<file path="src/hw/mdio_pkg.sv">
/*
  clause-22 register numbers, MDIO frame constants and the PHY init table
*/
`default_nettype none

package mdio_pkg;

  typedef logic [4:0]  reg_addr_t;
  typedef logic [15:0] reg_data_t;

  // standard clause-22 registers
  localparam reg_addr_t REG_BMCR   = 5'd0;
  localparam reg_addr_t REG_BMSR   = 5'd1;
  localparam reg_addr_t REG_PHYID1 = 5'd2;
  localparam reg_addr_t REG_ANAR   = 5'd4;
  // vendor specific control register
  localparam reg_addr_t REG_VENDOR = 5'd16;

  localparam int BMSR_LINK_BIT = 2;

  // ---------------------------------------------------------------------
  // frame layout: preamble, start, opcode, phy, reg, turnaround, data
  // ---------------------------------------------------------------------
  localparam int          FRAME_BITS     = 64;
  localparam logic [31:0] FRAME_PREAMBLE = 32'hFFFF_FFFF;
  localparam logic [1:0]  FRAME_START    = 2'b01;
  localparam logic [1:0]  OP_READ        = 2'b10;
  localparam logic [1:0]  OP_WRITE       = 2'b01;
  localparam logic [1:0]  TA_WRITE       = 2'b10;

  typedef struct packed {
    reg_addr_t addr;
    reg_data_t data;
  } init_entry_t;

  localparam int INIT_COUNT = 3;

  // autoneg enable + restart, advertise 10/100 full/half, vendor led mode
  localparam init_entry_t INIT_TABLE [0:INIT_COUNT-1] = '{
    '{addr: REG_BMCR,   data: 16'h1200},
    '{addr: REG_ANAR,   data: 16'h01E1},
    '{addr: REG_VENDOR, data: 16'h0162}
  };

endpackage

`default_nettype wire

</file>
<file path="src/hw/phy_init_seq.sv">
/*
  writes the init table to the PHY after reset, then holds init_done
*/
`timescale 1ns/1ns
`default_nettype none

module phy_init_seq (
  input  wire                 clock,
  input  wire                 rst,
  input  wire                 done_pulse,
  output logic                init_wr,
  output mdio_pkg::reg_addr_t init_addr,
  output mdio_pkg::reg_data_t init_data,
  output logic                init_done
);

  import mdio_pkg::*;

  localparam int IDX_W = $clog2(INIT_COUNT + 1);

  logic [IDX_W-1:0] idx;
  logic             waiting;
  logic             issue;

  // next write goes out when nothing is outstanding
  assign issue = !waiting && !init_done;

  // ---------------------------------------------------------------------
  // sequencing
  // ---------------------------------------------------------------------
  always_ff @(posedge clock)
  begin
    if (rst)
    begin
      idx       <= '0;
      waiting   <= 1'b0;
      init_wr   <= 1'b0;
      init_done <= 1'b0;
    end
    else
    begin
      init_wr <= 1'b0;
      if (waiting)
      begin
        if (done_pulse)
        begin
          waiting <= 1'b0;
          idx     <= idx + 1'b1;
          // last entry written
          if (idx == IDX_W'(INIT_COUNT - 1))
            init_done <= 1'b1;
        end
      end
      else if (issue)
      begin
        init_wr <= 1'b1;
        waiting <= 1'b1;
      end
    end
  end

  // entry fields presented together with init_wr
  always_ff @(posedge clock)
  begin
    if (issue)
    begin
      init_addr <= INIT_TABLE[idx].addr;
      init_data <= INIT_TABLE[idx].data;
    end
  end

  // a done only comes back for the write in flight
  a_done_when_waiting: assert property (
    @(posedge clock) disable iff (rst)
    done_pulse |-> waiting
  );

endmodule

`default_nettype wire

</file>
<file path="config.mk">
export PLATFORM = sky130hd
export DESIGN_NAME = phy_init_seq
export DESIGN_NICKNAME = d
export VERILOG_FILES = /design/src/hw/mdio_pkg.sv /design/src/hw/phy_init_seq.sv
export SDC_FILE = /design/constraint.sdc
export NUM_CORES = 1
export LEC_CHECK = 0
export ABC_CLOCK_PERIOD_IN_PS = 2660
export BUFFER_PORTS_ARGS = -buffer_cell sky130_fd_sc_hd__clkbuf_2
export CAP_MARGIN = 30
export CELL_PAD_IN_SITES_DETAIL_PLACEMENT = 0
export CELL_PAD_IN_SITES_GLOBAL_PLACEMENT = 1
export CORE_MARGIN = 1.5
export CORE_UTILIZATION = 32
export CTS_BUF_LIST = sky130_fd_sc_hd__clkbuf_16
export DETAILED_ROUTE_END_ITERATION = 16
export PLACE_DENSITY = 0.82
export SLEW_MARGIN = 20
export SYNTH_ARGS = -nofsm -noshare
export SYNTH_HDL_FRONTEND = slang
export SYNTH_SLANG_ARGS = --single-unit
</file>
<file path="constraint.sdc">
create_clock -name clock -period 2.66 [get_ports clock]
set_input_delay 0.399 -clock clock [delete_from_list [all_inputs] [get_ports clock]]
set_output_delay 0.399 -clock clock [all_outputs]
set_load 0.02 [all_outputs]
</file>
==> qor.yml <==
cts-resized-gates: 0
ys_seq_elements: 9
finalCriticalPeriod_ns: 1.20
grt_first_pass_wirelength_um: 869
fin_hold_ws_ns: 0.426
reg2reg_depth: 4
power_density_nw_per_um2: 877
drv_cap: 0
clk_latency_ns: 0.23
syn_inst: 44
reg2reg_to: "idx[1]$_SDFFE_PP0P_"
syn_area_um2: 477
overflow: 0
startpoint_type: "register"
finalHoldViolCount: 0
clk_pin_slew_ns: 0.04
crit_type: "reg -> out"
drcViolationCount: 0
rr_startpoint: "idx[0]$_SDFFE_PP0P_"
drtAntennaViolNets: 0
final_layout_size_suffix_gt1_frac: 0.345
wl_per_cell_um: 7.87
holdBufCountCts: 0
critPathMaxFanout: 3
yosysUniqueCellTypes: 14
rsz0062_at_grt: "false"
drt-initial-drc-count: 9
cp_slowest_cell: "edfxtp_1"
min_from: "rst"
worst_slack_ns: 1.46
dieArea_um2: 1730
grt_pass1_vias: 216
critical_path_buf_inv_count: 1
rows: 13
core_area_um2: 1350
place_ws_ns: 1.58
power_uw: 486
tns_ns: 0
vias_per_cell: 3.99
slowest_delay_ns: 0.40
avgSynthCellArea_um2: 10.8
yosysTopAreaCell: "buf_4"
cts-root-buf: "clkbuf_16"
hold_path.class: "in -> reg"
fin_skew_ns: 0.000663
vias: 279
ys_top_cells_by_area: "buf_4 27%, edfxtp_1 25%, dfxtp_1 21%"
final_nets: 62
place_congestion: 0.740
leakagePower_uw: 0.000271
cts_tree: "built"
start_util: 0.353
critical_path.cell_chain: "clkbuf_2"
rrSetupSlack_ns: 1.63
drt-total-wl_um: 551
grt_max_degree: 8
yosys_warnings: 0
holdPathEnd: "init_wr$_SDFF_PP0_"
first_pass_iters: 4
dp_hpwl_um: 437
grt_use_total: 0.0725
status: "completed"
critPathRequiredTime_ns: 2.26
antenna_found_initial: 0
finalSetupViolCount: 0
insertedDiodeCount: 0
die_width_um: 41.6
cts_sinks: 9
syn_to_final_growth_pct: 16.3
worstPathArrival_ns: 0.80
final.period_utilization: 0.452
numCtsBuffers: 3
cts_max_level: 1
cts_max_path_buffers: 2
worstSetupEndpointType: "output pin"
io_pins: 26
io_buffers: 14
min_path_cells: 2
crit_start: "init_data[8]$_DFFE_PP_"
yosysTopAreaCellShare: 0.268
final_max_slew_viol_count: 0
ys_seq_area_frac: 0.462
die-height_um: 41.6
cp_top_family: "flip-flops"
post_cts_buffers: 0
ir_worst_vdd_v: 0.000425
fmax_ghz: 0.832
==> sequential cells by signal, summed over array words and instances (netlist names) <==
register	count
init_done	1
init_data	3
waiting	1
init_addr	1
idx	2
init_wr	1
==> routing by layer <==
layer  up-vias  global-route usage  routed length (um)
met3         2              0.0652                  64
li1        138                   -                   -
met4         0              0.0387                   5
met1       120              0.0707                 237
met2        19               0.103                 243
met5         -                   0                   0
==> cells in the mapped netlist <==
cell	number
nand4b_1	1
conb_1	1
ha_1	3
nor2_1	3
and2_4	1
nor3_1	2
nor2b_1	2
dfxtp_1	5
edfxtp_1	4
o31ai_1	1
buf_4	17
a31oi_1	1
inv_1	2
mux2_4	1
==> power breakdown <==
part | internal [uW] | switching, uW | leakage, uW
clock network | 196 | 59.7 | 0.0000423
registers | 157 | 6.75 | 0.0000813
logic | 18.4 | 48.2 | 0.000147
==> worst reg2reg max path: cells and delay by family (launching register included) <==
kind | cells | cell delay [ns]
buf+inv | 1 | 0.08
flops | 1 | 0.36
fa+ha+maj | 1 | 0.31
compound gates | 1 | 0.07
simple gates | 1 | 0.10
==> layout make-up <==
cell class / instances / area, um2
Multi-Input combinational cell: 26 / 159
Clock inverter: 1 / 3.75
Tap cell: 15 / 18.8
Clock buffer: 3 / 75.1
Inverter: 2 / 7.51
Fill cell: 136 / 796
Sequential cell: 9 / 220
Timing Repair Buffer: 14 / 70.1
==> cells in the final DEF, fill, tap and decap left out <==
cell type   n
dfxtp_1     5
nor2_1      3
and2_4      1
edfxtp_1    4
nor3_1      2
ha_1        3
nand4b_1    1
nor2b_1     2
clkbuf_2   14
mux2_4      1
conb_1     11
clkbuf_16   3
o31ai_1     1
inv_1       3
a31oi_1     1
==> per-stage QoR <==
step                std cells   util  instance area, um2
floorplan                  54      -                 514
global placement           66  0.352                 475
detailed placement         66  0.352                 475
CTS                        70  0.411                 554
global route               70  0.411                 554
finish                     70  0.411                 554
==> logic make-up (layout without fill, tap and decap cells) <==
| family | count (synthesis) | in the layout | synth area share |
|---|---|---|---|
| buf+inv | 19 | 20 | 0.283 |
| compound gates | 2 | 2 | 0.0289 |
| fa+ha+maj | 3 | 3 | 0.0787 |
| simple gates | 9 | 9 | 0.108 |
| mux | 1 | 1 | 0.0315 |
| other cells | 1 | 11 | 0.00787 |
| flops | 9 | 9 | 0.462 |
==> worst max path at each step <==
stage / slack (ns) / cells after the start / end
floorplan: 1.58 / 1 / init_data[0]
global placement: 1.60 / 3 / idx[0]$_SDFFE_PP0P_
detailed placement: 1.58 / 3 / idx[0]$_SDFFE_PP0P_
CTS: 1.44 / 1 / init_data[8]
global route: 1.42 / 1 / init_data[5]
finish: 1.46 / 1 / init_data[8]
No activity file was read; power rests on OpenSTA's default activity.
