## config.mk

```make
export PLATFORM = sky130hd
export DESIGN_NAME = mdio_arbiter
export DESIGN_NICKNAME = d
export VERILOG_FILES = /design/src/hw/mdio_pkg.sv /design/src/hw/mdio_arbiter.sv
export SDC_FILE = /design/constraint.sdc
export NUM_CORES = 1
export LEC_CHECK = 0
export BUFFER_PORTS_ARGS = -buffer_cell sky130_fd_sc_hd__buf_2
export CAP_MARGIN = 10
export CELL_PAD_IN_SITES_DETAIL_PLACEMENT = 1
export CELL_PAD_IN_SITES_GLOBAL_PLACEMENT = 2
export CORE_MARGIN = 4
export CORE_UTILIZATION = 37
export CTS_BUF_LIST = sky130_fd_sc_hd__clkbuf_4 sky130_fd_sc_hd__clkbuf_8
export DETAILED_ROUTE_END_ITERATION = 6
export GPL_TIMING_DRIVEN = 0
export PLACE_DENSITY_LB_ADDON = 0.2
export SETUP_SLACK_MARGIN = 0.1
export SYNTH_ARGS = -nofsm -noshare
export SYNTH_HDL_FRONTEND = slang
export SYNTH_SLANG_ARGS = --single-unit
export TNS_END_PERCENT = 100
```

## constraint.sdc

```tcl
create_clock -name clock -period 2.7 [get_ports clock]
set_input_delay 0.27 -clock clock [delete_from_list [all_inputs] [get_ports clock]]
set_output_delay 0.27 -clock clock [all_outputs]
set_load 0.01 [all_outputs]
```

## src/hw/mdio_pkg.sv

```systemverilog
/*
  clause-22 register numbers, MDIO frame constants and the PHY init table
*/
`default_nettype none

package mdio_pkg;

  typedef logic [4:0]  reg_addr_t;
  typedef logic [15:0] reg_data_t;

  // standard clause-22 registers
  localparam reg_addr_t REG_BMCR   = 5'd0;
  localparam reg_addr_t REG_BMSR   = 5'd1;
  localparam reg_addr_t REG_PHYID1 = 5'd2;
  localparam reg_addr_t REG_ANAR   = 5'd4;
  // vendor specific control register
  localparam reg_addr_t REG_VENDOR = 5'd16;

  localparam int BMSR_LINK_BIT = 2;

  // ---------------------------------------------------------------------
  // frame layout: preamble, start, opcode, phy, reg, turnaround, data
  // ---------------------------------------------------------------------
  localparam int          FRAME_BITS     = 64;
  localparam logic [31:0] FRAME_PREAMBLE = 32'hFFFF_FFFF;
  localparam logic [1:0]  FRAME_START    = 2'b01;
  localparam logic [1:0]  OP_READ        = 2'b10;
  localparam logic [1:0]  OP_WRITE       = 2'b01;
  localparam logic [1:0]  TA_WRITE       = 2'b10;

  typedef struct packed {
    reg_addr_t addr;
    reg_data_t data;
  } init_entry_t;

  localparam int INIT_COUNT = 3;

  // autoneg enable + restart, advertise 10/100 full/half, vendor led mode
  localparam init_entry_t INIT_TABLE [0:INIT_COUNT-1] = '{
    '{addr: REG_BMCR,   data: 16'h1200},
    '{addr: REG_ANAR,   data: 16'h01E1},
    '{addr: REG_VENDOR, data: 16'h0162}
  };

endpackage

`default_nettype wire

```

## src/hw/mdio_arbiter.sv

```systemverilog
/*
  shares one MDIO master between init sequencer, host port and link monitor
*/
`timescale 1ns/1ns
`default_nettype none

module mdio_arbiter (
  input  wire                 clock,
  input  wire                 rst,
  input  wire                 init_done,
  // init sequencer
  input  wire                 init_wr,
  input  mdio_pkg::reg_addr_t init_addr,
  input  mdio_pkg::reg_data_t init_data,
  output logic                init_done_pulse,
  // host port
  input  wire                 host_rd,
  input  wire                 host_wr,
  input  mdio_pkg::reg_addr_t host_addr,
  input  mdio_pkg::reg_data_t host_wr_data,
  output logic                host_done,
  output mdio_pkg::reg_data_t host_rd_data,
  output logic                host_ready,
  // link monitor
  input  wire                 mon_rd,
  input  mdio_pkg::reg_addr_t mon_addr,
  output logic                mon_done,
  output mdio_pkg::reg_data_t mon_rd_data,
  // master side
  input  wire                 ready,
  input  mdio_pkg::reg_data_t rd_data,
  output mdio_pkg::reg_addr_t addr,
  output mdio_pkg::reg_data_t wr_data,
  output logic                rd_request,
  output logic                wr_request
);

  import mdio_pkg::*;

  typedef enum logic [1:0] {
    OWN_NONE,
    OWN_INIT,
    OWN_HOST,
    OWN_MON
  } owner_t;

  owner_t    owner;
  logic      init_pend;
  logic      host_pend;
  logic      mon_pend;
  logic      host_is_wr;
  reg_addr_t init_addr_q;
  reg_data_t init_data_q;
  reg_addr_t host_addr_q;
  reg_data_t host_data_q;
  reg_addr_t mon_addr_q;
  logic      ready_q;
  logic      idle;
  logic      frame_end;
  logic      grant_init;
  logic      grant_host;
  logic      grant_mon;

  // master free and no frame owned
  assign idle       = ready && (owner == OWN_NONE);
  // ready rising edge closes the owner's frame
  assign frame_end  = ready && !ready_q && (owner != OWN_NONE);
  // fixed priority init > host > monitor
  assign grant_init = idle && init_pend;
  assign grant_host = idle && !init_pend && host_pend;
  assign grant_mon  = idle && !init_pend && !host_pend && mon_pend;

  assign host_ready = init_done && !host_pend && (owner != OWN_HOST);

  // ---------------------------------------------------------------------
  // pending latches, ownership and done pulses
  // ---------------------------------------------------------------------
  always_ff @(posedge clock)
  begin
    if (rst)
    begin
      owner           <= OWN_NONE;
      init_pend       <= 1'b0;
      host_pend       <= 1'b0;
      mon_pend        <= 1'b0;
      ready_q         <= 1'b1;
      rd_request      <= 1'b0;
      wr_request      <= 1'b0;
      init_done_pulse <= 1'b0;
      host_done       <= 1'b0;
      mon_done        <= 1'b0;
    end
    else
    begin
      ready_q         <= ready;
      rd_request      <= 1'b0;
      wr_request      <= 1'b0;
      init_done_pulse <= frame_end && (owner == OWN_INIT);
      host_done       <= frame_end && (owner == OWN_HOST);
      mon_done        <= frame_end && (owner == OWN_MON);

      if (frame_end)
        owner <= OWN_NONE;

      if (grant_init)
      begin
        owner      <= OWN_INIT;
        init_pend  <= 1'b0;
        wr_request <= 1'b1;
      end
      else if (grant_host)
      begin
        owner      <= OWN_HOST;
        host_pend  <= 1'b0;
        rd_request <= !host_is_wr;
        wr_request <= host_is_wr;
      end
      else if (grant_mon)
      begin
        owner      <= OWN_MON;
        mon_pend   <= 1'b0;
        rd_request <= 1'b1;
      end

      // one request per client at a time, so no clash with the grant
      if (init_wr)
        init_pend <= 1'b1;
      if (host_rd || host_wr)
        host_pend <= 1'b1;
      if (mon_rd)
        mon_pend <= 1'b1;
    end
  end

  // request copies and routed data
  always_ff @(posedge clock)
  begin
    if (init_wr)
    begin
      init_addr_q <= init_addr;
      init_data_q <= init_data;
    end
    if (host_rd || host_wr)
    begin
      host_addr_q <= host_addr;
      host_data_q <= host_wr_data;
      host_is_wr  <= host_wr;
    end
    if (mon_rd)
      mon_addr_q <= mon_addr;

    if (grant_init)
    begin
      addr    <= init_addr_q;
      wr_data <= init_data_q;
    end
    else if (grant_host)
    begin
      addr    <= host_addr_q;
      wr_data <= host_data_q;
    end
    else if (grant_mon)
      addr <= mon_addr_q;

    if (frame_end && owner == OWN_HOST)
      host_rd_data <= rd_data;
    if (frame_end && owner == OWN_MON)
      mon_rd_data <= rd_data;
  end

  // a second request may only follow once the master has gone busy
  a_one_req_per_idle: assert property (
    @(posedge clock) disable iff (rst)
    (rd_request || wr_request) |=> !(rd_request || wr_request) until !ready
  );

endmodule

`default_nettype wire

```

==> results.toml, run 1 <==
[detailed_routing]
routed_wl_mm = 7.64
drc = 0
vias = 2137
postRouteAntennaNets = 0
drt_iter0_markers = 46
wire_per_inst_um = 16.4
dr.pass1.iters = 4
vias_per_cell = 4.58

[sta]
slew_headroom_pct = 36.1
fin_crit_ns = 2.09
skew_ns = 0.0134
fmax_mhz = 479
finalSetupTns_ns = 0
hold_ws_ns = 0.0783
drv_slew = 0
post-route-period-util_pct = 77.4
worst_slew_pin_slew_ns = 0.958
setup_violations = 0
rsz0062_at_grt = "false"
setup_ws_ns = 0.611
hold_viol = 0

[grt]
overflow = 0
antenna_found_initial = 0
grt_pass1_wl_mm = 12.3
grt_pass1_vias = 2301
grt_usage_pct = 12.9
grt_max_degree = 23

[clock_network]
cts_buffer_depth = 2
htreeDepth = 3
cts_resized = 0
cts_setup_buffers = 0
insertion_delay_ns = 0.36
cts_tree = "done"
cts_num_sinks = 112
cts_made_buffers = 9
cts_hold_buffers = 0
clkTransAtPathRegs_ns = 0.11
cts_root_buffer = "clkbuf_8"

[placement]
place_congestion = 0.715
place_ws_ns = 0.559
port_buffers = 128
hpwl_mm = 5.61

[synth]
syn_nets = 257
synth.most_common_cell = "edfxtp_1"
synthTopCellsByArea = "edfxtp_1 78%, dfxtp_1 5.7%, mux2_4 5.4%"
synth_ff_type = "edfxtp_1"
synthArstFlopShare_pct = 0
synth_common_cells = "101 x edfxtp_1, 14 x mux2_4, 11 x dfxtp_1"
yosysSeqAreaShare_pct = 83.8
synth_edf_count = 101
yosysTopAreaCellShare_pct = 78.1
ys_warn_count = 0
synth_area_um2 = 3880
synth-seq-cells = 112
post-synth-top-area-cell = "edfxtp_1"
avgSynthCellArea_um2 = 20.9
synth_cell_type_count = 27
synthCells = 186

[flow_run]
cap_violations = 0

[critical_path]
path_max_fanout = 16
start_kind = "flip-flop"
worstPathArrival_ns = 2.07
required_ns = 2.68
critPathCaptureType = "flip-flop"
critPathKind = "flip-flop to flip-flop"
r2r_cells = 3

[layout]
fin_nets = 397
antennaDiodeCount = 0
area_growth_pct = 25.8
nFillCells = 1044
drive_above_1_share_pct = 50.8

[pwr]
vdd_drop_max_mv = 0.336
p_leak_nw = 1.90
p_per_area_nw_per_um2 = 660
power.total_mw = 3.22

[floorplan]
die_y_um = 110
row_count = 37
fp.dieW_um = 110
fp.coreArea_um2 = 10300
io_pins = 130
die_area_um2 = 12200
initial_utilization_pct = 37.8

[outcome]
status = "completed"

[min_path]
hold_class = "input port to flip-flop"
holdPathStages = 1
## per-layer routing
| metal | wire, um | GRT usage, % | part of all wire, % |
|---|---|---|---|
| met4 | 104 | 4.43 | 1.4 |
| met3 | 634 | 4.60 | 8.3 |
| met2 | 3710 | 21.4 | 49 |
| met5 | 0 | 0 | 0 |
| met1 | 3190 | 15.5 | 42 |
## metrics by stage
stage               utilization, %  cells  instance area, um^2
floorplan                        -    186                 3880
CTS                           47.5    467                 4880
finish                        47.5    467                 4880
detailed placement            45.8    451                 4700
global placement              45.7    450                 4690
global route                  47.5    467                 4880
## where the power goes
group          internal [mW]  total, mW  switching (mW)
clock network          0.346      0.901           0.555
logic                  0.138      0.272           0.134
registers               2.01       2.05          0.0384
total                   2.50       3.22           0.728
## worst max-delay path, stage by stage, from the launching register on
cell	delay, ns
dfxtp_1	0.41
or3b_1	0.47
buf_6	0.17
nor2_2	0.67
## path summary, 6_finish.rpt
path / from / to / slack, ns
setup / recovery: owner[0]$_SDFFE_PP0P_ / wr_data[7]$_DFFE_PP_ / 0.61
hold / removal: init_data[1] / init_data_q[1]$_DFFE_PP_ / 0.08
setup reg to reg: owner[0]$_SDFFE_PP0P_ / wr_data[7]$_DFFE_PP_ / 0.61
hold reg to reg: mon_pend$_SDFFE_PP0P_ / mon_pend$_SDFFE_PP0P_ / 0.55
## logic make-up after synthesis
| logic type | share of synthesized area [%] |
|---|---|
| buf+inv | 1.87 |
| simple gates | 4.38 |
| mux | 6.00 |
| compound gates | 3.93 |
| flops | 83.8 |
## cells in the final DEF (no fill, tap or decap), drive strengths merged, types with 2 or more instances in the layout
cell    count
clkinv      4
o21ai       4
nor2        8
a221o       5
inv         3
nor3b       2
nor2b       4
edfxtp    101
a32o        5
mux2       16
nor3        6
a21oi       5
buf       133
dfxtp      11
clkbuf     12
nand2       3
## registers in the layout, summed over array words and instances, names as in the netlist, 2 cells and up
name,count
addr,5
host_addr_q,5
host_data_q,16
host_rd_data,16
init_addr_q,5
init_data_q,16
mon_addr_q,5
mon_rd_data,16
owner,2
wr_data,16
## area by class of cell
type                            instances  area, um^2  area share, %
Timing Repair Buffer                  129         648           13.3
Clock buffer                            9         124           2.54
Inverter                                1        3.75         0.0769
Buffer                                  7        68.8           1.41
Multi-Input combinational cell         66         558           11.4
Clock inverter                          7        55.1           1.13
Sequential cell                       112        3250           66.6
Tap cell                              136         170           3.49
No activity file was read; power rests on OpenSTA's default activity.
==> run 2, diff against run 1 <==
clock period = 2 ns   (was 2.7 ns; I/O delays follow)
==> run 2 against run 1 <==
Clock-buffer cell count stayed put. Die area stayed put. Utilization increased by 5.6 points. Clock power is 63% higher. Critical path depth rose by 2. Critical path type unchanged. Worst setup slack got worse by 0.38 ns. Largest cell class unchanged. Final cell count is 11% higher. First-iteration DRC count rose by 41%.
==> results.toml, run 2 (synthesized netlist as in run 1, its figures left out) <==
[detailed_routing]
drt_iter0_markers = 65
drc = 0
vias_per_cell = 4.53
wl_met2_mm = 4.37
drt-met1-wl_mm = 3.34
postRouteAntennaNets = 0
routed_wl_mm = 8.36
maxUsedRoutingLayer = "met4"
dr.pass1.iters = 4
vias = 2348
wire_per_inst_um = 16.1
routed-wl-met3_um = 528

[flow_run]
cap_violations = 0

[min_path]
min-delay-start = "init_data[14]"
hold_class = "input port to flip-flop"

[grt]
overflow = 0
grt_pass1_wl_mm = 13.1
antenna_found_initial = 0
grt_usage_pct = 13.8
grt_max_degree = 23
grt_pass1_vias = 2518

[sta]
fmax_mhz = 566
slew_headroom_pct = 33.3
drv_slew = 0
hold_ws_ns = 0.0253
setup_ws_ns = 0.233
finalSetupTns_ns = 0
fin_crit_ns = 1.77
hold_viol = 0
rsz0062_at_grt = "false"
skew_ns = 0.0153
worst_slew_pin_slew_ns = 0.999
setup_violations = 0
post-route-period-util_pct = 88.4

[critical_path]
critPathLaunch = "owner[1]$_SDFFE_PP0P_"
critPathMaxStageDelay_ns = 0.38
start_kind = "flip-flop"
path_max_fanout = 10
cpMaxStageDelayCell = "dfxtp_2"
required_ns = 2.12
crit_chain = "nor3b_4, and2_1, buf_6, buf_12, mux2_4"
critPathKind = "flip-flop to flip-flop"
critPathCaptureType = "flip-flop"
r2r-start = "owner[1]$_SDFFE_PP0P_"
worstPathArrival_ns = 1.89

[clock_network]
insertion_delay_ns = 0.36
clkTransAtPathRegs_ns = 0.10
cts_buffer_depth = 2
cts_root_buffer = "clkbuf_8"
cts_num_sinks = 112
cts_tree = "done"
htreeDepth = 3
cts_made_buffers = 9

[floorplan]
fp.coreArea_um2 = 10300
row_count = 37
io_pins = 130
die_y_um = 110
fp.dieW_um = 110
die_area_um2 = 12200
initial_utilization_pct = 37.8

[pwr]
p_leak_nw = 2.15
power.total_mw = 4.70
vdd_drop_max_mv = 0.466
p_per_area_nw_per_um2 = 863

[layout]
mostFrequentLayoutCells = "128 x buf_2, 101 x edfxtp_1, 49 x dlygate4sd3_1"
antennaDiodeCount = 0
fin_nets = 448
design_area_um2 = 5450
multi_input_area_um2 = 563
nFillCells = 1019
area_growth_pct = 40.5
drive_above_1_share_pct = 45.0
final_common_cell = "buf_2"
seq_area_um2 = 3260

[placement]
port_buffers = 128
placed_cell_area_um2 = 4700
place_ws_ns = -0.157
place_congestion = 0.734
hpwl_mm = 5.66

[outcome]
status = "completed"
## run 2: cell count changes in the layout (fill, tap and decap cells not counted), sizes merged
cell and change:
clkinv -2, buf +2, bufinv +2, inv +1, clkinvlp -1, dlygate4sd3 +49
## run 2: timing repair
item,CTS,global route
endpoints found under the hold margin,43,10
gates resized for setup,1,2
buffers inserted,0,2
pin swaps,0,2
hold buffers,43,6
setup endpoints to repair,16,35
## run 2: power breakdown
group	leakage (nW)	switching, mW	internal (mW)
logic	0.978	0.203	0.260
registers	1.05	0.0512	2.72
clock network	0.115	0.755	0.719
## run 2: area by class of cell
cell class	instances	share of cell area [%]
Buffer	7	1.26
Clock buffer	9	2.27
Clock inverter	7	1.84
Inverter	1	0.0689
Multi-Input combinational cell	66	10.3
Sequential cell	112	59.7
Tap cell	136	3.12
Timing Repair Buffer	180	21.4
## run 2: worst max-delay path, delay by kind of cell (launching register included)
kind / cells / cell delay (ns)
buffers and inverters: 2 / 0.28
DFF: 1 / 0.38
muxes: 1 / 0.30
and+or+nand+nor: 2 / 0.57
## run 2: final timing paths
kind | end | slack (ns) | cells after the start
setup / recovery | wr_data[1]$_DFFE_PP_ | 0.23 | 5
hold / removal | init_data_q[14]$_DFFE_PP_ | 0.03 | 1
setup reg to reg | wr_data[1]$_DFFE_PP_ | 0.23 | 5
hold reg to reg | init_done_pulse$_SDFF_PP0_ | 0.53 | 1
## run 2: stage by stage
stage                     instances  util [%]
after global placement          450      45.7
after CTS                       510      52.2
final                           518      53.0
after global routing            518      53.0
after detailed placement        451      45.8
after floorplan                 186         -
## run 2: metal layers
layer	vias up	track usage, %
li1	1112	-
met1	1136	16.2
met2	91	24.2
met3	9	4.05
met4	0	4.93
met5	-	0
==> run 3, diff against run 2 <==
CORE_UTILIZATION = 33   (was 37)
SKIP_LAST_GASP = 1   (was unset)
clock period = 1.6 ns   (was 2 ns; I/O delays follow)
==> run 3 against run 2 <==
Utilization shrank 2.5 points. Clock skew shrank 0.0018 ns. Highest routed layer unchanged. Design area grew 6.3%. Combinational power grew 51%. Largest cell class unchanged. Global-route usage shrank 0.31 points. Final cell count grew 6.2%. First-iteration DRC count grew 77%. Via count grew 5.6%.
==> results.toml, run 3 (synthesized netlist as in run 1, its figures left out) <==
[grt]
overflow = 0
grt_pass1_vias = 2704
antenna_found_initial = 0
grt_max_degree = 23
grt_usage_pct = 13.5
grt_pass1_wl_mm = 13.7

[detailed_routing]
routed_wl_mm = 9.06
dr.pass1.iters = 4
drt_iter0_markers = 115
vias = 2479
drc = 0
wire_per_inst_um = 16.5
vias_per_cell = 4.51
postRouteAntennaNets = 0

[sta]
drv_slew = 0
fmax_mhz = 628
finalSetupTns_ns = 0
post-route-period-util_pct = 99.5
fin_crit_ns = 1.59
rsz0062_at_grt = "true"
setup_ws_ns = 0.00788
setup_violations = 0
skew_ns = 0.0135
hold_viol = 0
slew_headroom_pct = 35.7
worst_slew_pin_slew_ns = 0.963

[clock_network]
cts_root_buffer = "clkbuf_8"
cts_tree = "done"
cts_num_sinks = 112
cts_made_buffers = 9
cts_buffer_depth = 2
htreeDepth = 3
clkTransAtPathRegs_ns = 0.10
insertion_delay_ns = 0.37

[critical_path]
required_ns = 1.73
path_max_fanout = 10
worstPathArrival_ns = 1.72
start_kind = "flip-flop"
critPathCaptureType = "flip-flop"
critPathKind = "flip-flop to flip-flop"

[outcome]
status = "completed"

[layout]
final_common_cell = "buf_2"
antennaDiodeCount = 0
mostFrequentLayoutCells = "129 x buf_2, 101 x edfxtp_1, 64 x dlygate4sd3_1"
drive_above_1_share_pct = 47.2
fin_nets = 473
area_growth_pct = 49.3

[placement]
place_congestion = 0.718
port_buffers = 128
place_ws_ns = -0.230
hpwl_mm = 5.92

[floorplan]
fp.coreArea_um2 = 11500
row_count = 39
io_pins = 130
initial_utilization_pct = 33.8
die_area_um2 = 13600
fp.dieW_um = 116
die_y_um = 116

[pwr]
p_sw_share_pct = 21.5
p_switching_mw = 1.28
intPower_mw = 4.69
seqPwrFrac_pct = 57.9
p_per_area_nw_per_um2 = 1030
p_clk_share_pct = 30.5
vdd_drop_max_mv = 0.496
pwr-share-comb_pct = 11.7
p_leak_nw = 2.29

[flow_run]
cap_violations = 0

[min_path]
hold_class = "input port to flip-flop"
[run 3: changes by cell type in the layout (fill, tap and decap cells not counted), sizes merged]
cell         change
buf             +11
clkinv           +1
clkinvlp         +1
clkbuf           -2
dlygate4sd3     +15
inv              -2
bufbuf           +1
[run 3: critical path, stage by stage (launching register included)]
cell and delay (ns):
dfxtp_4 0.37, nor3b_4 0.23, and2_4 0.18, buf_8 0.12
buf_12 0.15, mux2_4 0.30
[run 3: timing repair]
| action | in CTS | in global routing |
|---|---|---|
| pin swaps | 4 | 7 |
| cloned | 2 | 0 |
| endpoints found under the setup margin | 68 | 50 |
| resized for setup | 18 | 6 |
| hold endpoints to repair | 80 | 0 |
| setup buffers | 10 | 1 |
| hold buffers | 64 | 0 |
[run 3: per-layer routing]
metal	wire length, um	GRT usage (%)	vias to the layer above
li1	-	-	1162
met1	3790	16.2	1190
met2	4350	22.8	112
met3	711	3.32	15
met4	198	6.65	0
met5	0	0	-
[run 3: cell type report]
class	instances	area, um^2
plain buffers	6	78.8
clock buffers	9	124
clock inverters	7	95.1
fillers	1110	5670
inverters	1	3.75
multi-input cells	66	597
flip-flops and latches	112	3260
well taps	143	179
repair buffers	206	1460
[run 3: final timing paths]
path,from,to,slack [ns],depth (start not counted)
max,owner[0]$_SDFFE_PP0P_,wr_data[10]$_DFFE_PP_,0.008,5
min,ready,ready_q$_SDFF_PP1_,0.04,2
max reg2reg,owner[0]$_SDFFE_PP0P_,wr_data[10]$_DFFE_PP_,0.008,5
min reg2reg,owner[1]$_SDFFE_PP0P_,init_done_pulse$_SDFF_PP0_,0.49,1
[run 3: per-stage QoR]
step	util (%)	instance area, um^2	cells	power, mW	hold WS [ns]
after floorplan	-	3890	186	3.77	0.259
after global placement	41.1	4710	457	3.99	0.338
after detailed placement	41.2	4720	458	4.01	0.338
after CTS	50.4	5780	550	6.05	0.0177
after global routing	50.5	5790	550	6.25	0.0229
final	50.5	5790	550	5.98	0.0379
[run 3: power groups by stage]
stage	registers, mW	logic (mW)	clock network (mW)
finish	3.46	0.697	1.82
global route	3.48	0.759	2.01
CTS	3.46	0.700	1.89
detailed placement	3.53	0.483	0
global placement	3.52	0.471	0
floorplan	3.54	0.232	0
