## config.mk

```make
export PLATFORM = sky130hd
export DESIGN_NAME = link_monitor
export DESIGN_NICKNAME = d
export VERILOG_FILES = /design/src/hw/mdio_pkg.sv /design/src/hw/link_monitor.sv
export SDC_FILE = /design/constraint.sdc
export NUM_CORES = 1
export LEC_CHECK = 0
export BUFFER_PORTS_ARGS = -buffer_cell sky130_fd_sc_hd__buf_2
export CAP_MARGIN = 20
export CORE_MARGIN = 4
export CORE_UTILIZATION = 39
export DETAILED_ROUTE_END_ITERATION = 12
export HOLD_SLACK_MARGIN = 0.06
export PLACE_DENSITY = 0.79
export SYNTH_ARGS = -nofsm -noshare
export SYNTH_HDL_FRONTEND = slang
export SYNTH_SLANG_ARGS = --single-unit
```

## constraint.sdc

```tcl
create_clock -name clock -period 1.3 [get_ports clock]
set_input_delay 0.26 -clock clock [delete_from_list [all_inputs] [get_ports clock]]
set_output_delay 0.26 -clock clock [all_outputs]
set_load 0.02 [all_outputs]
```

## src/hw/mdio_pkg.sv

```systemverilog
/*
  clause-22 register numbers, MDIO frame constants and the PHY init table
*/
`default_nettype none

package mdio_pkg;

  typedef logic [4:0]  reg_addr_t;
  typedef logic [15:0] reg_data_t;

  // standard clause-22 registers
  localparam reg_addr_t REG_BMCR   = 5'd0;
  localparam reg_addr_t REG_BMSR   = 5'd1;
  localparam reg_addr_t REG_PHYID1 = 5'd2;
  localparam reg_addr_t REG_ANAR   = 5'd4;
  // vendor specific control register
  localparam reg_addr_t REG_VENDOR = 5'd16;

  localparam int BMSR_LINK_BIT = 2;

  // ---------------------------------------------------------------------
  // frame layout: preamble, start, opcode, phy, reg, turnaround, data
  // ---------------------------------------------------------------------
  localparam int          FRAME_BITS     = 64;
  localparam logic [31:0] FRAME_PREAMBLE = 32'hFFFF_FFFF;
  localparam logic [1:0]  FRAME_START    = 2'b01;
  localparam logic [1:0]  OP_READ        = 2'b10;
  localparam logic [1:0]  OP_WRITE       = 2'b01;
  localparam logic [1:0]  TA_WRITE       = 2'b10;

  typedef struct packed {
    reg_addr_t addr;
    reg_data_t data;
  } init_entry_t;

  localparam int INIT_COUNT = 3;

  // autoneg enable + restart, advertise 10/100 full/half, vendor led mode
  localparam init_entry_t INIT_TABLE [0:INIT_COUNT-1] = '{
    '{addr: REG_BMCR,   data: 16'h1200},
    '{addr: REG_ANAR,   data: 16'h01E1},
    '{addr: REG_VENDOR, data: 16'h0162}
  };

endpackage

`default_nettype wire

```

## src/hw/link_monitor.sv

```systemverilog
/*
  polls the basic status register and tracks the PHY link bit
*/
`timescale 1ns/1ns
`default_nettype none

module link_monitor #(
  parameter int POLL_INTERVAL = 200
) (
  input  wire                 clock,
  input  wire                 rst,
  input  wire                 enable,
  input  wire                 done_pulse,
  input  mdio_pkg::reg_data_t rd_data,
  output logic                mon_rd,
  output mdio_pkg::reg_addr_t mon_addr,
  output logic                link_up,
  output logic                link_change
);

  import mdio_pkg::*;

  localparam int CNT_W = (POLL_INTERVAL > 1) ? $clog2(POLL_INTERVAL) : 1;

  logic [CNT_W-1:0] interval_cnt;
  logic             busy;
  logic             link_bit;

  assign link_bit = rd_data[BMSR_LINK_BIT];
  // only ever reads the status register
  assign mon_addr = REG_BMSR;

  // ---------------------------------------------------------------------
  // poll timer and link tracking
  // ---------------------------------------------------------------------
  always_ff @(posedge clock)
  begin
    if (rst)
    begin
      interval_cnt <= '0;
      busy         <= 1'b0;
      mon_rd       <= 1'b0;
      link_up      <= 1'b0;
      link_change  <= 1'b0;
    end
    else
    begin
      mon_rd      <= 1'b0;
      link_change <= 1'b0;
      if (busy)
      begin
        // counter stays at zero until the read completes
        if (done_pulse)
        begin
          busy        <= 1'b0;
          link_up     <= link_bit;
          link_change <= (link_bit != link_up);
        end
      end
      else if (enable)
      begin
        if (interval_cnt == CNT_W'(POLL_INTERVAL - 1))
        begin
          interval_cnt <= '0;
          mon_rd       <= 1'b1;
          busy         <= 1'b1;
        end
        else
          interval_cnt <= interval_cnt + 1'b1;
      end
    end
  end

  // a done only comes back for the status read in flight
  a_done_when_busy: assert property (
    @(posedge clock) disable iff (rst)
    done_pulse |-> busy
  );

endmodule

`default_nettype wire

```

==> flow_metrics.env, run 1 <==
export IMPL_status="finished, violations left"
export IMPL_violations="setup timing"
export IMPL_antenna_diode_count=0
export IMPL_dp_hpwl_um=809
export IMPL_route_detailed_drc=0
export IMPL_grt_overflow=0
export IMPL_syn_area_um2=581
export IMPL_path_buf_inv=0
export IMPL_clk_latency_ns=0.27
export IMPL_synthTopCellsByArea="dfxtp_1 41%, buf_4 6.5%, xnor2_1 4.5%"
export IMPL_period_needed_ns=1.42
export IMPL_crit_slowest_cell="or4b_4"
export IMPL_vias=494
export IMPL_path_max_fanout=3
export IMPL_drt_wirelength_per_cell_um=12.4
export IMPL_fp_row_count=13
export IMPL_clock_path_buffers=2
export IMPL_h_tree_depth=1
export IMPL_yosysTopAreaCellShare_pct=41.4
export IMPL_fp_dieH_um=46.6
export IMPL_core_area_mm2=0.00135
export IMPL_r2r_start="interval_cnt[5]"
export IMPL_yosys_register_bits=12
export IMPL_hp_class="in -> reg"
export IMPL_ant_nets=0
export IMPL_grt_max_degree=9
export IMPL_synthCells=66
export IMPL_cts_tree="done"
export IMPL_start_util_pct=43.0
export IMPL_seq_area_frac_synth_pct=41.4
export IMPL_wl_um=1210
export IMPL_first_pass_iters=4
export IMPL_slew_violations=0
export IMPL_cp_end_kind="flip-flop"
export IMPL_critPathMaxStageDelay_ns=0.57
export IMPL_clock_root_buffer="clkbuf_4"
export IMPL_finalSetupViolations=9
export IMPL_numCtsBuffers=3
export IMPL_syn_to_final_growth_pct=28.0
export IMPL_start_kind="flip-flop"
export IMPL_cpLargestDelayFamily="simple AND/OR/NAND/NOR gates"
export IMPL_path_class="reg -> reg"
export IMPL_fillers=120
export IMPL_drtIter0Drc=7
export IMPL_netlist_top_cell_by_area="dfxtp_1"
export IMPL_holdPathEnd="busy"
export IMPL_crit_chain="or4b_4, or3_4, a21oi_2"
export IMPL_hold_viol=0
export IMPL_grt_pass1_wl_um=1770
export IMPL_setup_ws_ns=-0.123
export IMPL_rsz0062_at_grt="yes"
export IMPL_gp_congestion=0.698
export IMPL_r2r_cells=3
export IMPL_power_density_mw_per_mm2=947
export IMPL_holdWs_ns=0.251
export IMPL_setup_tns_ns=-0.777
export IMPL_antenna_found_initial=0
export IMPL_vias_per_cell=5.04
export IMPL_clkSlewWorstSetupHoldPaths_ns=0.07
export IMPL_hold_path_depth=2
export IMPL_grtUsageTotal_pct=11.7
export IMPL_fin_nets=106
export IMPL_min_from="rst"
export IMPL_drive_gt1_share_pct=38.6
export IMPL_placed_area_um2=666
export IMPL_io_buffers=7
export IMPL_vdd_drop_max_mv=0.518
export IMPL_p_leak_uw=0.000280
export IMPL_layout_cells_non_filler=98
export IMPL_maxCapViolCount=0
export IMPL_die_w_um=46.6
export IMPL_required_ns=1.51
export IMPL_cts_sinks=12
export IMPL_dieArea_mm2=0.00217
export IMPL_io_pins=28
export IMPL_postSynthAreaPerCell_um2=8.80
export IMPL_ys_warnings_count=0
export IMPL_synth_cell_type_count=27
export IMPL_clock_skew_ns=0.00128
export IMPL_r2r_end="busy"
export IMPL_final_period_utilization_pct=109
export IMPL_cp_data_arrival_time_ns=1.63
export IMPL_max_freq_mhz=703
export IMPL_grt_pass1_vias=419
export IMPL_final_area_um2=743
export IMPL_place_inst=93
export IMPL_r2r_slack_ns=-0.12
[how the worst max path moves through the flow]
stage	from	endpoint	slack [ns]	cells after the start
2_1_floorplan	interval_cnt[5]	busy	-0.06	3
3_3_place_gp	interval_cnt[5]	busy	-0.07	3
3_5_place_dp	interval_cnt[5]	interval_cnt[5]	-0.09	4
4_1_cts	interval_cnt[5]	interval_cnt[5]	-0.10	4
5_1_grt	interval_cnt[5]	interval_cnt[1]	-0.15	4
6_report	interval_cnt[5]	busy	-0.12	3
[synthesized netlist by cell type]
master and count:
a21oi_1 5, a21oi_2 1, a31oi_1 1, buf_4 5
clkbuf_1 1, conb_1 2, dfxtp_1 12, ha_1 1
inv_1 4, mux2i_1 1, nand2_1 3, nand2b_1 1
nand3_1 4, nand3b_1 1, nand4_1 1, nand4b_1 2
nor2_1 4, nor2b_1 1, nor3_1 1, o21ai_0 3
o31ai_1 1, o31ai_2 1, or3_1 4, or3_4 1
or4_1 1, or4b_4 1, xnor2_1 3
[metal layers]
| layer | vias up | routed length [µm] | GRT usage [%] |
|---|---|---|---|
| li1 | 257 | - | - |
| met4 | 0 | 13 | 5.11 |
| met1 | 226 | 502 | 14.4 |
| met5 | - | 0 | 0 |
| met2 | 9 | 635 | 17.0 |
| met3 | 2 | 63 | 5.86 |
[kinds of logic after synthesis]
kind of cell | count (synthesis) | synth area share, %
buf+inv | 10 | 9.70
flops | 12 | 41.4
xor+xnor | 3 | 4.53
simple gates | 25 | 26.3
mux | 1 | 1.72
compound gates | 12 | 12.9
fa+ha+maj | 1 | 2.15
other cells | 2 | 1.29
[sequential cells by signal, indices dropped and copies added, names as in the netlist]
| signal | count |
|---|---|
| link_up | 1 |
| busy | 1 |
| mon_rd | 1 |
| link_change | 1 |
| interval_cnt | 8 |
[power by group]
part	switching (µW)	internal, µW
clock network	122	107
logic	47.6	36.9
registers	11.9	378
total	181	522
[final cells by class]
type,instances,area [µm²],area share [%]
multi-input cells,47,329,44.3
repair buffers,17,114,15.3
flip-flops and latches,12,244,32.8
clock buffers,3,22.5,3.03
well taps,15,18.8,2.53
inverters,4,15.0,2.02
[worst reg2reg max path, cell delays in order (launching register included)]
cell	delay, ns
dfxtp_2	0.32
or4b_4	0.57
or3_4	0.36
a21oi_2	0.12
[layout by cell type (no fill, tap or decap)]
cell,netlist,final
a21oi_1,5,3
a21oi_2,1,3
a31oi_1,1,1
buf_2,0,7
buf_4,5,9
buf_6,0,1
clkbuf_4,0,3
conb_1,2,5
dfxtp_1,12,9
dfxtp_2,0,3
ha_4,0,1
inv_1,4,4
mux2i_1,1,1
nand2_1,3,3
nand2b_1,1,1
nand3_1,4,4
nand3b_1,1,1
nand4_1,1,1
nand4b_1,2,2
nor2_1,4,2
nor2_2,0,2
nor2b_1,1,1
nor3_1,1,1
o21ai_0,3,3
o31ai_1,1,1
o31ai_4,0,1
or3_1,4,4
or3_4,1,1
or4_1,1,1
or4b_4,1,1
xnor2_1,3,3
[metrics by stage]
stage	worst slack, ns	utilization [%]	power (µW)
after floorplan	-0.0607	-	448
after global placement	-0.0745	49.3	456
after detailed placement	-0.0924	49.3	459
after CTS	-0.102	51.2	692
after global routing	-0.154	55.1	739
final	-0.123	55.1	704
[repair_timing]
action                     CTS  global route
hold buffers                 0             0
setup endpoints to repair    9             9
pin swaps                    2             3
resized for setup            2             8
setup buffers                0             2
(Power assumes the default switching activity.)
==> run 2: changes to the inputs <==
--- a/config.mk
+++ b/config.mk
@@ -12,6 +12,7 @@
 export DETAILED_ROUTE_END_ITERATION = 12
 export HOLD_SLACK_MARGIN = 0.06
 export PLACE_DENSITY = 0.79
+export SKIP_LAST_GASP = 1
 export SYNTH_ARGS = -nofsm -noshare
 export SYNTH_HDL_FRONTEND = slang
 export SYNTH_SLANG_ARGS = --single-unit
==> run 2 against run 1 <==
First-iteration DRC count up 14%. Final area down 0.51%. Clock-buffer cell count unchanged. Die area unchanged. Global-route usage unchanged. Highest routed layer unchanged. The flow still finishes with violations (setup timing). Clock power about the same. Power down 0.31%. Register-to-register slack about the same. Worst setup slack about the same. Critical endpoint unchanged.
==> flow_metrics.env, run 2 (synthesized netlist as in run 1, its figures left out) <==
export IMPL_status="finished, violations left"
export IMPL_violations="setup timing"
export IMPL_fp_row_count=13
export IMPL_grt_overflow=0
export IMPL_p_sw_uw=179
export IMPL_path_max_fanout=3
export IMPL_grtUsageTotal_pct=11.7
export IMPL_grt_max_degree=9
export IMPL_busiest_layer="met2"
export IMPL_switching_share_pct=25.5
export IMPL_use_met2_pct=17.0
export IMPL_seq_area_um2=244
export IMPL_die_w_um=46.6
export IMPL_final_period_utilization_pct=109
export IMPL_io_buffers=7
export IMPL_comb_power_share_pct=12.0
export IMPL_finalSetupViolations=9
export IMPL_maxCapViolCount=0
export IMPL_clk_latency_ns=0.27
export IMPL_start_kind="flip-flop"
export IMPL_clock_root_buffer="clkbuf_4"
export IMPL_setup_tns_ns=-0.771
export IMPL_cts_hold_buffers_added=0
export IMPL_internal_power_uw=522
export IMPL_antenna_diode_count=0
export IMPL_crit_chain="or4b_4, or3_4, a21oi_2"
export IMPL_dieArea_mm2=0.00217
export IMPL_clkSlewWorstSetupHoldPaths_ns=0.07
export IMPL_period_needed_ns=1.42
export IMPL_drt_wirelength_per_cell_um=12.2
export IMPL_hold_viol=0
export IMPL_use_met1_pct=14.4
export IMPL_antenna_found_initial=0
export IMPL_regMostFlops="interval_cnt"
export IMPL_ant_nets=0
export IMPL_drive_gt1_share_pct=37.3
export IMPL_grt_pass1_wl_um=1770
export IMPL_hp_class="in -> reg"
export IMPL_layout_common_cells="9 x dfxtp_1, 9 x buf_4, 7 x buf_2"
export IMPL_rsz0062_at_grt="yes"
export IMPL_vias_per_cell=5.06
export IMPL_clock_skew_ns=0.000653
export IMPL_start_util_pct=43.0
export IMPL_largest_register_ffs=8
export IMPL_p_leak_uw=0.000280
export IMPL_numCtsBuffers=3
export IMPL_vias=496
export IMPL_gp_congestion=0.698
export IMPL_fin_nets=106
export IMPL_fillers=120
export IMPL_dp_hpwl_um=809
export IMPL_cp_end_kind="flip-flop"
export IMPL_grt_met3_usage_pct=5.86
export IMPL_crit_slowest_cell="or4b_4"
export IMPL_h_tree_depth=1
export IMPL_total_power_uw=702
export IMPL_core_area_mm2=0.00135
export IMPL_syn_to_final_growth_pct=27.4
export IMPL_max_freq_mhz=703
export IMPL_cts_tree="done"
export IMPL_multi_input_area_um2=325
export IMPL_route_detailed_drc=0
export IMPL_final_area_um2=739
export IMPL_first_pass_iters=4
export IMPL_io_pins=28
export IMPL_slew_violations=0
export IMPL_cts_sinks=12
export IMPL_path_class="reg -> reg"
export IMPL_required_ns=1.51
export IMPL_fp_dieH_um=46.6
export IMPL_clock_path_buffers=2
export IMPL_grt_pass1_vias=419
export IMPL_vdd_drop_max_mv=0.511
export IMPL_power_density_mw_per_mm2=949
export IMPL_placed_area_um2=666
export IMPL_drtIter0Drc=8
export IMPL_clockPowerShare_pct=32.4
export IMPL_cp_data_arrival_time_ns=1.63
export IMPL_power_frac_seq_pct=55.6
export IMPL_critPathMaxStageDelay_ns=0.57
export IMPL_setup_ws_ns=-0.123
export IMPL_wl_um=1200
## run 2: cell counts in the layout (fill, tap and decap cells not counted)
Identical to the previous run, type by type.
## run 2: path summary, 6_finish.rpt
check	depth (start not counted)	end	slack, ns	start
setup / recovery	3	busy	-0.12	interval_cnt[5]
setup reg to reg	3	busy	-0.12	interval_cnt[5]
hold / removal	2	busy	0.25	rst
hold reg to reg	2	link_up	0.48	link_up
## run 2: power groups by stage
stage | sequential, µW | clock (µW) | combinational (µW)
final | 390 | 227 | 84.2
after global routing | 391 | 255 | 92.9
after CTS | 387 | 240 | 64.8
after detailed placement | 395 | 0 | 64.0
after global placement | 394 | 0 | 62.5
after floorplan | 393 | 0 | 55.1
## run 2: per-layer routing
metal / share of wire (%) / vias up
met5: 0 / -
met3: 5.3 / 2
li1: - / 257
met2: 51 / 9
met4: 1.1 / 0
met1: 42 / 228
## run 2: stage by stage
step	utilization, %	instances	setup WS, ns	hold slack [ns]
after detailed placement	49.3	93	-0.0924	0.480
after global routing	54.8	98	-0.159	0.245
final	54.8	98	-0.123	0.251
after global placement	49.3	93	-0.0745	0.463
after floorplan	-	69	-0.0607	0.408
after CTS	51.2	96	-0.102	0.237
## run 2: timing repair
action	4_1_cts	5_1_grt
resized for setup	2	7
pin swaps	2	3
setup buffers	0	2
cloned	0	0
setup endpoints to repair	9	9
## run 2: worst max-delay path: cells and delay by family (launching register included)
kind             cells  cell delay, ns
AO/OA/AOI/OAI        1            0.12
flip-flops           1            0.32
AND/OR/NAND/NOR      2            0.93
## run 2: final cells by class
type	count	area share, %
multi-input combinational	47	44.0
sequential	12	33.0
timing repair buffer	17	15.4
clock buffer	3	3.05
tap	15	2.54
inverter	4	2.03
==> run 3: changes to the inputs <==
--- a/config.mk
+++ b/config.mk
@@ -9,6 +9,7 @@
 export CAP_MARGIN = 20
 export CORE_MARGIN = 4
 export CORE_UTILIZATION = 39
+export CTS_BUF_LIST = sky130_fd_sc_hd__clkbuf_16
 export DETAILED_ROUTE_END_ITERATION = 12
 export HOLD_SLACK_MARGIN = 0.06
 export PLACE_DENSITY = 0.79
==> run 3 against run 2 <==
The run still ends with setup timing left. Flip-flop and latch count stayed put. Worst hold slack better by 0.044 ns. Die area is the same. Sequential share of layout area fell by 1.7 points. Register-to-register slack barely moved. Sequential power hardly changed. Clock power up 140%. Critical path type unchanged.
==> flow_metrics.env, run 3 (synthesized netlist as in run 1, its figures left out) <==
export IMPL_violations="setup timing"
export IMPL_drtIter0Drc=2
export IMPL_fp_row_count=13
export IMPL_wl_um=1180
export IMPL_drt_wirelength_per_cell_um=12.1
export IMPL_hold_viol=0
export IMPL_cp_data_arrival_time_ns=1.59
export IMPL_final_period_utilization_pct=109
export IMPL_crit_chain="or4b_4, or3_4, a21oi_2"
export IMPL_core_area_mm2=0.00135
export IMPL_largest_register_ffs=8
export IMPL_ant_nets=0
export IMPL_h_tree_depth=1
export IMPL_numCtsBuffers=3
export IMPL_grt_overflow=0
export IMPL_vias_per_cell=5.01
export IMPL_max_freq_mhz=705
export IMPL_first_pass_iters=4
export IMPL_cts_sinks=12
export IMPL_maxCapViolCount=0
export IMPL_die_w_um=46.6
export IMPL_post_place_ws_ns=-0.0924
export IMPL_vias=486
export IMPL_fin_nets=105
export IMPL_layout_common_cells="9 x dfxtp_1, 8 x buf_4, 7 x buf_2"
export IMPL_total_power_uw=1020
export IMPL_layout_cells_non_filler=97
export IMPL_wl_met3_um=47
export IMPL_hp_class="in -> reg"
export IMPL_io_pins=28
export IMPL_fp_dieH_um=46.6
export IMPL_cp_end_kind="flip-flop"
export IMPL_dieArea_mm2=0.00217
export IMPL_place_inst=93
export IMPL_grt_pass1_wl_um=1760
export IMPL_met1_length_um=522
export IMPL_finalSetupViolations=9
export IMPL_crit_slowest_cell="or4b_4"
export IMPL_grtUsageTotal_pct=11.6
export IMPL_vdd_drop_max_mv=1.49
export IMPL_path_buf_inv=0
export IMPL_regMostFlops="interval_cnt"
export IMPL_period_needed_ns=1.42
export IMPL_drive_gt1_share_pct=35.4
export IMPL_clock_path_buffers=2
export IMPL_io_buffers=7
export IMPL_p_leak_uw=0.000298
export IMPL_clock_skew_ns=0.00118
export IMPL_dp_hpwl_um=809
export IMPL_rsz0062_at_grt="yes"
export IMPL_power_density_mw_per_mm2=1300
export IMPL_start_kind="flip-flop"
export IMPL_status="finished, violations left"
export IMPL_slew_violations=0
export IMPL_grt_max_degree=9
export IMPL_clock_root_buffer="clkbuf_16"
export IMPL_syn_to_final_growth_pct=34.5
export IMPL_path_max_fanout=3
export IMPL_grt_pass1_vias=406
export IMPL_cpLargestDelayFamily="simple AND/OR/NAND/NOR gates"
export IMPL_critPathMaxStageDelay_ns=0.57
export IMPL_antenna_found_initial=0
export IMPL_required_ns=1.47
export IMPL_route_detailed_drc=0
export IMPL_dr_wl_met2_um=595
export IMPL_antenna_diode_count=0
export IMPL_gp_congestion=0.698
export IMPL_clkSlewWorstSetupHoldPaths_ns=0.04
export IMPL_cts_tree="done"
export IMPL_setup_ws_ns=-0.118
export IMPL_path_class="reg -> reg"
export IMPL_clk_latency_ns=0.23
export IMPL_final_common_cell="dfxtp_1"
export IMPL_top_layer_used="met4"
export IMPL_start_util_pct=43.0
==> run 3: changes by cell type in the layout (fill, tap and decap cells not counted) <==
cell and change:
clkbuf_16 +3, buf_4 -1, clkbuf_4 -3, a21oi_1 +1
a21oi_2 -1
==> run 3: final cells by class <==
class,count,area [µm²]
multi-input cells,47,322
inverters,4,15.0
repair buffers,16,106
clock buffers,3,75.1
flip-flops and latches,12,244
fillers,117,569
well taps,15,18.8
==> run 3: what timing repair did <==
item	in CTS	in global routing
endpoints found under the hold margin	0	0
endpoints found under the setup margin	9	9
pin swaps	2	3
gates resized for setup	1	7
setup buffers	0	1
hold buffers	0	0
==> run 3: worst reg2reg max path, cell delays in order (launching register included) <==
cell     delay, ns
dfxtp_2       0.31
or4b_4        0.57
or3_4         0.36
a21oi_2       0.12
==> run 3: worst paths after layout <==
kind / startpoint / to / slack [ns] / depth (start not counted)
setup / recovery: interval_cnt[5] / busy / -0.12 / 3
hold / removal: rst / busy / 0.29 / 2
setup reg to reg: interval_cnt[5] / busy / -0.12 / 3
hold reg to reg: link_up / link_up / 0.48 / 2
==> run 3: metal layers <==
metal,vias up,track usage (%)
met4,0,3.41
met5,-,0
li1,253,-
met2,10,16.2
met1,221,15.5
met3,2,5.86
==> run 3: report_power, final <==
group	switching, µW	internal, µW
registers	12.0	381
clock network	145	399
logic	46.0	35.5
==> run 3: per-stage QoR <==
stage	util [%]	hold WS (ns)	cell area [µm²]	TNS, ns
after global routing	57.8	0.299	781	-1.19
after floorplan	-	0.408	593	-0.321
after global placement	49.3	0.463	666	-0.413
after detailed placement	49.3	0.480	666	-0.694
after CTS	55.0	0.279	742	-0.641
final	57.8	0.295	781	-0.713
